**config.mk**
```make
export PLATFORM = sky130hd
export DESIGN_NAME = histTop
export DESIGN_NICKNAME = d
export VERILOG_FILES = /design/src/hdl/histPkg.sv /design/src/hdl/histRamIf.sv /design/src/hdl/histBuilder.sv /design/src/hdl/histRam.sv /design/src/hdl/peakFinder.sv /design/src/hdl/histTop.sv
export SDC_FILE = /design/constraint.sdc
export NUM_CORES = 1
export LEC_CHECK = 0
export BUFFER_PORTS_ARGS = -buffer_cell sky130_fd_sc_hd__buf_2
export CORE_MARGIN = 2
export CORE_UTILIZATION = 50
export CTS_BUF_LIST = sky130_fd_sc_hd__clkbuf_16
export DETAILED_ROUTE_END_ITERATION = 12
export GPL_TIMING_DRIVEN = 1
export MAX_ROUTING_LAYER = met4
export PLACE_DENSITY = 0.75
export SLEW_MARGIN = 25
export SYNTH_ARGS = -nofsm -noshare
export SYNTH_HDL_FRONTEND = slang
export SYNTH_HIERARCHICAL = 1
export SYNTH_SLANG_ARGS = --single-unit
```
**constraint.sdc**
```tcl
create_clock -name clk -period 6.9 [get_ports clk]
set_input_delay 0.69 -clock clk [delete_from_list [all_inputs] [get_ports clk]]
set_output_delay 0.69 -clock clk [all_outputs]
set_load 0.02 [all_outputs]
```
**src/hdl/histPkg.sv**
```systemverilog
package histPkg;

    // pixels sharing one histogram RAM
    localparam int PIXEL_NUM = 4;
    // time bins per pixel, power of two
    localparam int BIN_NUM = 16;
    // bits per bin counter
    localparam int COUNT_W = 8;

    // derived field widths
    localparam int PIXEL_W = $clog2(PIXEL_NUM);
    localparam int BIN_W = $clog2(BIN_NUM);
    localparam int ADDR_W = PIXEL_W + BIN_W;

    // pixel index of a hit
    typedef logic [PIXEL_W-1:0] pixelT;

    // tdc code, one histogram bin
    typedef logic [BIN_W-1:0] binT;

    // ram word address, pixel * BIN_NUM + bin
    typedef logic [ADDR_W-1:0] ramAddrT;

    // photon count held in one bin
    typedef logic [COUNT_W-1:0] countT;

endpackage

```
**src/hdl/histRamIf.sv**
```systemverilog
interface histRamIf;
    import histPkg::*;

    // write port, owned by the builder
    logic wEn;
    ramAddrT wAddr;
    countT wData;

    // update read port for read-modify-write
    logic rEn;
    ramAddrT rAddr;
    countT rData;

    // scan read port for the peak search
    logic sEn;
    ramAddrT sAddr;
    countT sData;

    // histogram builder side
    modport builder (
        output wEn, wAddr, wData, rEn, rAddr,
        input rData
    );

    // memory side, both read ports are registered
    modport ram (
        input wEn, wAddr, wData, rEn, rAddr, sEn, sAddr,
        output rData, sData
    );

    // peak finder side
    modport scanner (
        output sEn, sAddr,
        input sData
    );

endinterface

```
**src/hdl/histBuilder.sv**
```systemverilog
module histBuilder #(
    parameter int PIXEL_NUM = histPkg::PIXEL_NUM,
    parameter int BIN_NUM = histPkg::BIN_NUM
) (
    input logic clk,
    input logic res,
    input logic hitStrobe,
    input histPkg::pixelT hitPixel,
    input histPkg::binT hitBin,
    input logic clearStart,
    input logic scanBusy,
    output logic clearBusy,
    histRamIf.builder ram
);
    import histPkg::*;

    // IDLE until the first clear, since ram contents are undefined
    typedef enum logic [1:0] {
        IDLE,
        CLEAR,
        RUN
    } stateT;

    localparam ramAddrT LAST_ADDR = ramAddrT'(PIXEL_NUM * BIN_NUM - 1);

    stateT state;

    logic clearAccept;
    logic hitAccept;
    ramAddrT hitAddr;

    // stage 1, read issued, data due next cycle
    logic s1Valid;
    ramAddrT s1Addr;

    // write that committed on the last edge
    logic prevEn;
    ramAddrT prevAddr;
    countT prevData;

    // forwarded count and its saturated increment
    countT baseCount;
    countT nextCount;

    // commands are dropped while a readout or a clear is running
    assign clearAccept = clearStart && (state != CLEAR) && !scanBusy;

    // clear wins over a hit in the same cycle
    assign hitAccept = hitStrobe && (state == RUN) && !scanBusy && !clearStart;

    assign hitAddr = ramAddrT'(hitPixel) * ramAddrT'(BIN_NUM) + ramAddrT'(hitBin);

    // stage 1 read goes out combinationally in the hit cycle
    assign ram.rEn = hitAccept;
    assign ram.rAddr = hitAddr;

    assign clearBusy = (state == CLEAR);

    always_comb begin
        // newest pending write first, it already holds older updates
        if (ram.wEn && (ram.wAddr == s1Addr)) begin
            baseCount = ram.wData;
        end else if (prevEn && (prevAddr == s1Addr)) begin
            // written on the same edge as our read, ram gave old data
            baseCount = prevData;
        end else begin
            baseCount = ram.rData;
        end
        // hold at all ones
        if (baseCount == '1) begin
            nextCount = baseCount;
        end else begin
            nextCount = baseCount + 1'b1;
        end
    end

    // control state
    always_ff @(posedge clk or negedge res) begin
        if (!res) begin
            state <= IDLE;
            s1Valid <= 1'b0;
            prevEn <= 1'b0;
            ram.wEn <= 1'b0;
        end else begin
            prevEn <= ram.wEn;
            s1Valid <= hitAccept;
            if (clearAccept) begin
                // in-flight hit is dropped, its bin is about to be zeroed
                state <= CLEAR;
                ram.wEn <= 1'b1;
            end else if (state == CLEAR) begin
                // one zero write per cycle
                if (ram.wAddr == LAST_ADDR) begin
                    state <= RUN;
                    ram.wEn <= 1'b0;
                end
            end else begin
                // stage 3 write, two cycles after the hit
                ram.wEn <= s1Valid;
            end
        end
    end

    // addresses and data
    always_ff @(posedge clk) begin
        s1Addr <= hitAddr;
        prevAddr <= ram.wAddr;
        prevData <= ram.wData;
        if (clearAccept) begin
            ram.wAddr <= '0;
            ram.wData <= '0;
        end else if (state == CLEAR) begin
            // sweep address, data stays zero
            ram.wAddr <= ram.wAddr + 1'b1;
        end else begin
            ram.wAddr <= s1Addr;
            ram.wData <= nextCount;
        end
    end

endmodule

```
**src/hdl/histRam.sv**
```systemverilog
module histRam #(
    parameter int PIXEL_NUM = histPkg::PIXEL_NUM,
    parameter int BIN_NUM = histPkg::BIN_NUM
) (
    input logic clk,
    histRamIf.ram mem
);
    import histPkg::*;

    localparam int DEPTH = PIXEL_NUM * BIN_NUM;

    // one word per pixel and bin
    countT store [DEPTH];

    // single write port
    always_ff @(posedge clk) begin
        if (mem.wEn) begin
            store[mem.wAddr] <= mem.wData;
        end
    end

    // update read port
    // same-address write in this cycle is not seen yet
    always_ff @(posedge clk) begin
        if (mem.rEn) begin
            mem.rData <= store[mem.rAddr];
        end
    end

    // scan read port, independent of the update path
    always_ff @(posedge clk) begin
        if (mem.sEn) begin
            mem.sData <= store[mem.sAddr];
        end
    end

endmodule

```
**src/hdl/peakFinder.sv**
```systemverilog
module peakFinder #(
    parameter int PIXEL_NUM = histPkg::PIXEL_NUM,
    parameter int BIN_NUM = histPkg::BIN_NUM
) (
    input logic clk,
    input logic res,
    input logic readoutStart,
    input logic clearBusy,
    output logic scanBusy,
    output logic peakValid,
    output histPkg::pixelT peakPixel,
    output histPkg::binT peakBin,
    output histPkg::countT peakCount,
    output logic readoutDone,
    histRamIf.scanner ram
);
    import histPkg::*;

    typedef enum logic [1:0] {
        IDLE,
        SCAN,
        LAST,
        DONE
    } stateT;

    localparam ramAddrT LAST_ADDR = ramAddrT'(PIXEL_NUM * BIN_NUM - 1);
    localparam binT LAST_BIN = binT'(BIN_NUM - 1);

    stateT state;
    logic startAccept;

    // address of the word now on sData
    logic dValid;
    ramAddrT dAddr;
    pixelT dPixel;
    binT dBin;

    // running maximum of the current pixel
    countT runMax;
    binT runBin;

    // maximum including the word now returning
    countT candCount;
    binT candBin;

    assign startAccept = readoutStart && !clearBusy && !scanBusy;

    // held through the done pulse
    assign scanBusy = (state != IDLE) || readoutDone;

    assign dPixel = pixelT'(dAddr / ramAddrT'(BIN_NUM));
    assign dBin = binT'(dAddr % ramAddrT'(BIN_NUM));

    always_comb begin
        // first bin restarts the search, strict compare keeps lowest bin on ties
        if ((dBin == '0) || (ram.sData > runMax)) begin
            candCount = ram.sData;
            candBin = dBin;
        end else begin
            candCount = runMax;
            candBin = runBin;
        end
    end

    always_ff @(posedge clk or negedge res) begin
        if (!res) begin
            state <= IDLE;
            ram.sEn <= 1'b0;
            dValid <= 1'b0;
            peakValid <= 1'b0;
            readoutDone <= 1'b0;
        end else begin
            dValid <= ram.sEn;
            // one strobe when a pixel's last bin returns
            peakValid <= dValid && (dBin == LAST_BIN);
            readoutDone <= 1'b0;
            case (state)
                IDLE: begin
                    if (startAccept) begin
                        state <= SCAN;
                        ram.sEn <= 1'b1;
                    end
                end
                SCAN: begin
                    // one read per cycle over all pixels
                    if (ram.sAddr == LAST_ADDR) begin
                        state <= LAST;
                        ram.sEn <= 1'b0;
                    end
                end
                LAST: begin
                    // final word is on sData, last peak goes out
                    state <= DONE;
                end
                DONE: begin
                    readoutDone <= 1'b1;
                    state <= IDLE;
                end
                default: begin
                    state <= IDLE;
                end
            endcase
        end
    end

    always_ff @(posedge clk) begin
        dAddr <= ram.sAddr;
        if (startAccept) begin
            ram.sAddr <= '0;
        end else if (ram.sEn) begin
            ram.sAddr <= ram.sAddr + 1'b1;
        end
        if (dValid) begin
            runMax <= candCount;
            runBin <= candBin;
        end
        // peak of the finished pixel
        if (dValid && (dBin == LAST_BIN)) begin
            peakPixel <= dPixel;
            peakBin <= candBin;
            peakCount <= candCount;
        end
    end

endmodule

```
**src/hdl/histTop.sv**
```systemverilog
module histTop #(
    parameter int PIXEL_NUM = histPkg::PIXEL_NUM,
    parameter int BIN_NUM = histPkg::BIN_NUM
) (
    input logic clk,
    input logic res,
    input logic hitStrobe,
    input histPkg::pixelT hitPixel,
    input histPkg::binT hitBin,
    input logic clearStart,
    input logic readoutStart,
    output logic busy,
    output logic peakValid,
    output histPkg::pixelT peakPixel,
    output histPkg::binT peakBin,
    output histPkg::countT peakCount,
    output logic readoutDone
);

    logic clearBusy;
    logic scanBusy;

    // all three ram ports
    histRamIf ramBus ();

    // clear sweep and hit updates
    histBuilder #(
        .PIXEL_NUM(PIXEL_NUM),
        .BIN_NUM(BIN_NUM)
    ) builder (
        .clk(clk),
        .res(res),
        .hitStrobe(hitStrobe),
        .hitPixel(hitPixel),
        .hitBin(hitBin),
        .clearStart(clearStart),
        .scanBusy(scanBusy),
        .clearBusy(clearBusy),
        .ram(ramBus.builder)
    );

    histRam #(
        .PIXEL_NUM(PIXEL_NUM),
        .BIN_NUM(BIN_NUM)
    ) mem (
        .clk(clk),
        .mem(ramBus.ram)
    );

    // readout scan and peak search
    peakFinder #(
        .PIXEL_NUM(PIXEL_NUM),
        .BIN_NUM(BIN_NUM)
    ) finder (
        .clk(clk),
        .res(res),
        .readoutStart(readoutStart),
        .clearBusy(clearBusy),
        .scanBusy(scanBusy),
        .peakValid(peakValid),
        .peakPixel(peakPixel),
        .peakBin(peakBin),
        .peakCount(peakCount),
        .readoutDone(readoutDone),
        .ram(ramBus.scanner)
    );

    // hits and commands are dropped while either side is busy
    assign busy = clearBusy || scanBusy;

endmodule

```
Yosys cells after proc, flatten, opt, wreduce, memory -nomap -nowiden

Memory sizes are Yosys's and may differ from the RTL's. A register that Yosys moved wholly into a read port is not among the register bits.
Index checks and enable logic that the tools add are counted.

Add/subtract/negate cells: 4
Multipliers: 0
Div/mod/pow operators: 0
$lt $le $gt $ge: 1
Equality and inequality tests: 15
Shifts and indexed selects: 0
Muxes and demuxes: 21
Bitwise operators: 0
Reductions and logical operators: 25

Operator list:

| cell                  | number |
|---|---|
| $mux W8               | 4 |
| $add A6 B1 Y6 const B | 2 |
| $eq A6 B6 Y1          | 2 |
| $eq A6 B6 Y1 const B  | 2 |
| $logic_and A1 B1 Y1   | 10 |
| $mux W2               | 5 |
| $add A8 B1 Y8 const B | 1 |
| $eq A8 B8 Y1 const B  | 1 |
| $gt A8 B8 Y1          | 1 |
| $mux W1               | 8 |
| $pmux W2 S4           | 1 |
| $reduce_bool A2 Y1    | 4 |
| $add A6 B4 Y6         | 1 |
| $eq A2 B2 Y1 const B  | 3 |
| $mux W6               | 1 |
| $ne A2 B1 Y1 const B  | 3 |
| $eq A2 B1 Y1 const B  | 2 |
| $eq A4 B4 Y1 const B  | 1 |
| $logic_not A4 Y1      | 1 |
| $mux W4               | 1 |
| $reduce_and A2 Y1     | 2 |
| $logic_not A1 Y1      | 3 |
| $logic_or A1 B1 Y1    | 3 |
| $ne A3 B1 Y1 const B  | 1 |
| other kinds (3)       | 3 |

Flip-flop bits (word level): 83
Bits in latches: 0
RAM bits: 512
ROM bits: 0
Bits of input ports: 11
Memories: 1

Memories:

| memory    | depth | bits a word | read ports | clocked after memory_dff | write ports | line          | source |
|---|---|---|---|---|---|---|---|
| mem.store | 64    | 8           | 2          | 2                        | 1           | histRam.sv:13 | `countT store [DEPTH];` |

Logic depth before layout (Yosys ltp)

Depth after elaboration: 6
Gate-level depth with buffers: 10

Hierarchy

Netlist, hierarchy kept.

Modules (own cells, without submodules):

| module      | times used | cells each | area each (µm²) | sequential area each (µm²) |
|---|---|---|---|---|
| histRam     | 1          | 1211       | 24434.7         | 15855.2 |
| peakFinder  | 1          | 134        | 1858.0          | 1171.1 |
| histBuilder | 1          | 176        | 1712.9          | 805.8 |
| histTop     | 1          | 1          | 6.3             | 0.0 |

Least setup slack after synthesis

No wires, ideal clock.

Path type: in2reg
Start point: in hitBin[0]
End point: reg mem.mem.rData[4] (read register of mem.store) (data pin)
Setup time: 266 ps
Data arrival time: 2385 ps
Setup slack: 4250 ps
Stages: 10
Path buffers: 5
Path through: buf_4 buf_6 buf_6 buf_6 buf_4 mux4_2 mux2i_1 nand2_1 a32oi_1 o211ai_1

Cells in the longest elaborated chain, start to end: 1

Ends and longest elaborated chain:

| element         | line              | source |
|---|---|---|
| start, declared | histTop.sv:9      | `input histPkg::binT hitBin,` |
| $add A6 B4 Y6   | histBuilder.sv:51 | `assign hitAddr = ramAddrT'(hitPixel) * ramAddrT'(BIN_NUM) + ramAddrT'(hitBin);` |
| end, declared   | histRamIf.sv:28   | `output rData, sData` |

Every way passes these cells.
A chain may end at the register's enable or synchronous reset.

==> metrics.txt <==
status=finished clean; Crit. End Element=flop; largest net degree at the start of global routing=130; Crit path largest cell delay=920 ps; Die Ht=241 µm; CP arrival=3730 ps; final setup vio count=0; Slew @ Worst Pin=1140 ps; Crit Path Class=reg -> reg; Crit-path slowest cell=dfxtp_4; Root Buffer=clkbuf_16; post-place setup slack=3220 ps; post-route ant nets=0; Antenna Cells=0; period utilisation layout=0.484; reg2reg setup slack=3560 ps; DP Wirelength=44600 µm; GR Overflow Total=0; register area share after synthesis=0.637; Area Overhead vs Synth=10.2%; DRC=0; Crit path max-delay family=flip-flops; minimum clock period=3340 ps; Post-synth ARST share=0.0180; vias in the first global route=15800; Die ar.=0.0579 mm²; synthesized net count=1548; H-tree Lvls=2; Final nets=1553; synthesized area=0.0280 mm²; dominant synthesized flop cell=edfxtp_1; Slew Viols, Final=0; Avg Inst Size Synth=18.4 µm²; total core area=0.0552 mm²; setup TNS=0 ps; layout cells sized above 1=0.290; CTS buffer count=60; Rel. slew slack=0.237; buffer and inverter count on the worst path=1; Hold Crit Class=in -> reg; PnR worst setup slack=3560 ps; final cell count without fillers=2325; Reg clk slew, reported paths=70 ps; clock sinks=611; Post-Syn Instances=1522; via count=15600; RSZ-0062 raised after global routing=false; DIE WIDTH=241 µm; final WL=71200 µm; Max-Cap Viols=0; Synth cell types=71; Total GRT Usage=0.261; final hold vios=0; FP Rows=86; CP Cell Sequence=buf_12 -> mux4_2 -> a221oi_1 -> o21ai_0 -> nand3_1 -> nand2_1; worst path required time=7290 ps; total power=11.7 mW; first-pass GRT wire length=105000 µm; Worst VDD drop=0.000359 V; initial antenna violation count=0; Max Clock Freq=0.299 GHz; CP Max Fanout=77; Post-synth EDFFs=554; routability cong.=0.983; CTS max path bufs=3; PostCTS Resize Cnt=0; initial DRC count=2161; Starting Density=0.507; Via density=6.72; Yosys reg bits=611; Pleak=9.80 nW; Worst-Skew Late Latency=640 ps; PortBufs=27; Fin Clk Skew=33.9 ps; power per cell area=380 mW/mm²; startpoint types=flop; CTS tree=done; wire per inst=30.6 µm; dpl cells=2212; synth warn=6; Hold Slack=404 ps; boundary pin count=28; DR pass1 iterations=6
==> cell families after synthesis <==
| kind of cell | Yosys count | synth area share |
|---|---|---|
| adders and majority gates | 15 | 0.00670 |
| AOI/OAI and AO/OA | 157 | 0.0387 |
| xor gates and xnor gates | 20 | 0.00625 |
| muxes | 356 | 0.249 |
| and+or+nand+nor | 240 | 0.0414 |
| DFF | 611 | 0.637 |
| buffers and inverters | 123 | 0.0218 |
==> flip-flops by register name, indices dropped and copies added, names as in the netlist, 8 cells and up <==
name	count
builder/prevData	8
builder/ram.wData	8
finder/peakCount	8
finder/runMax	8
mem/mem.rData	8
mem/mem.sData	8
mem/store	512
==> area by class of cell <==
| type | count | area, µm² |
|---|---|---|
| fill | 4084 | 24300 |
| sequential | 611 | 17900 |
| multi-input combinational | 788 | 9610 |
| clock buffer | 62 | 1550 |
| tap | 748 | 936 |
| clock inverter | 50 | 504 |
| timing repair buffer | 48 | 348 |
| inverter | 18 | 67.6 |
==> synthesized netlist by cell type, types with 3 or more instances <==
cell type,n,area share
a211oi_1,4,0.0011
a21o_1,3,0.00080
a21oi_1,18,0.0032
a221o_1,9,0.0032
a221oi_1,7,0.0022
a22oi_1,14,0.0038
a31oi_1,4,0.00089
and2_1,3,0.00067
and2b_1,5,0.0013
and3_1,4,0.00089
buf_1,11,0.0015
buf_2,32,0.0057
buf_4,19,0.0051
buf_6,5,0.0020
clkbuf_1,38,0.0051
dfrtp_1,11,0.0098
dfxtp_1,46,0.033
edfxtp_1,554,0.59
ha_1,15,0.0067
inv_1,17,0.0023
mux2_2,16,0.0064
mux2i_1,70,0.025
mux4_2,270,0.22
nand2_1,52,0.0070
nand2b_1,9,0.0020
nand3_1,31,0.0055
nand3b_1,3,0.00080
nand4_1,9,0.0020
nor2_1,90,0.012
nor2b_1,9,0.0020
nor3_1,7,0.0013
o211ai_1,3,0.00080
o21ai_0,35,0.0063
o21ai_1,8,0.0014
o221ai_1,5,0.0016
o22ai_1,22,0.0049
o31a_1,5,0.0016
xnor2_1,12,0.0038
xor2_1,8,0.0025
==> per-stage QoR <==
step / area [µm²] / utilization
after floorplan: 28000 / -
after global placement: 28800 / 0.521
after detailed placement: 28800 / 0.521
after CTS: 30900 / 0.559
after global routing: 30900 / 0.559
final: 30900 / 0.559
==> where the power goes <==
part	internal, mW	total [mW]	switching [mW]
registers	4.77	5.18	0.414
clock network	2.00	3.39	1.40
logic	1.27	3.14	1.87
total	8.04	11.7	3.68
==> routing by layer <==
| metal | part of all wire | up-vias | GRT usage |
|---|---|---|---|
| met2 | 0.48 | 967 | 0.397 |
| met1 | 0.36 | 8074 | 0.334 |
| met4 | 0.054 | 0 | 0.124 |
| li1 | - | 6378 | - |
| met5 | 0 | - | - |
| met3 | 0.11 | 200 | 0.0611 |
==> path summary, 6_finish.rpt <==
check | start | end | cells past startpoint
hold reg to reg | finder/dAddr[4] | finder/peakPixel[0] | 0
min in group asynchronous | res | finder/peakValid | 2
setup reg to reg | finder/ram.sAddr[0] | mem/mem.sData[5] | 6
setup / recovery | finder/ram.sAddr[0] | mem/mem.sData[5] | 6
max in group asynchronous | res | builder/prevEn | 2
hold / removal | hitPixel[1] | builder/s1Addr[5] | 1
==> cell usage in the layout, fill, tap and decap left out, types with 10 or more instances in the layout <==
cell type	count
a22oi_1	14
inv_1	25
nand2_1	52
clkbuf_16	62
nor2_1	80
buf_4	18
xnor2_1	12
o21ai_0	35
dfrtp_1	11
a21oi_1	18
o22ai_1	22
mux4_2	270
mux2i_1	70
clkinv_1	16
dfxtp_1	35
mux2_2	16
bufinv_16	10
ha_1	15
edfxtp_1	554
buf_2	24
nand3_1	31
nor2_2	10
==> repair_timing <==
action,in CTS,in global routing
hold buffers,1,0
setup buffers,0,0
setup endpoints to repair,0,0
endpoints found under the hold margin,11,0
No activity file was read; power rests on OpenSTA's default activity.
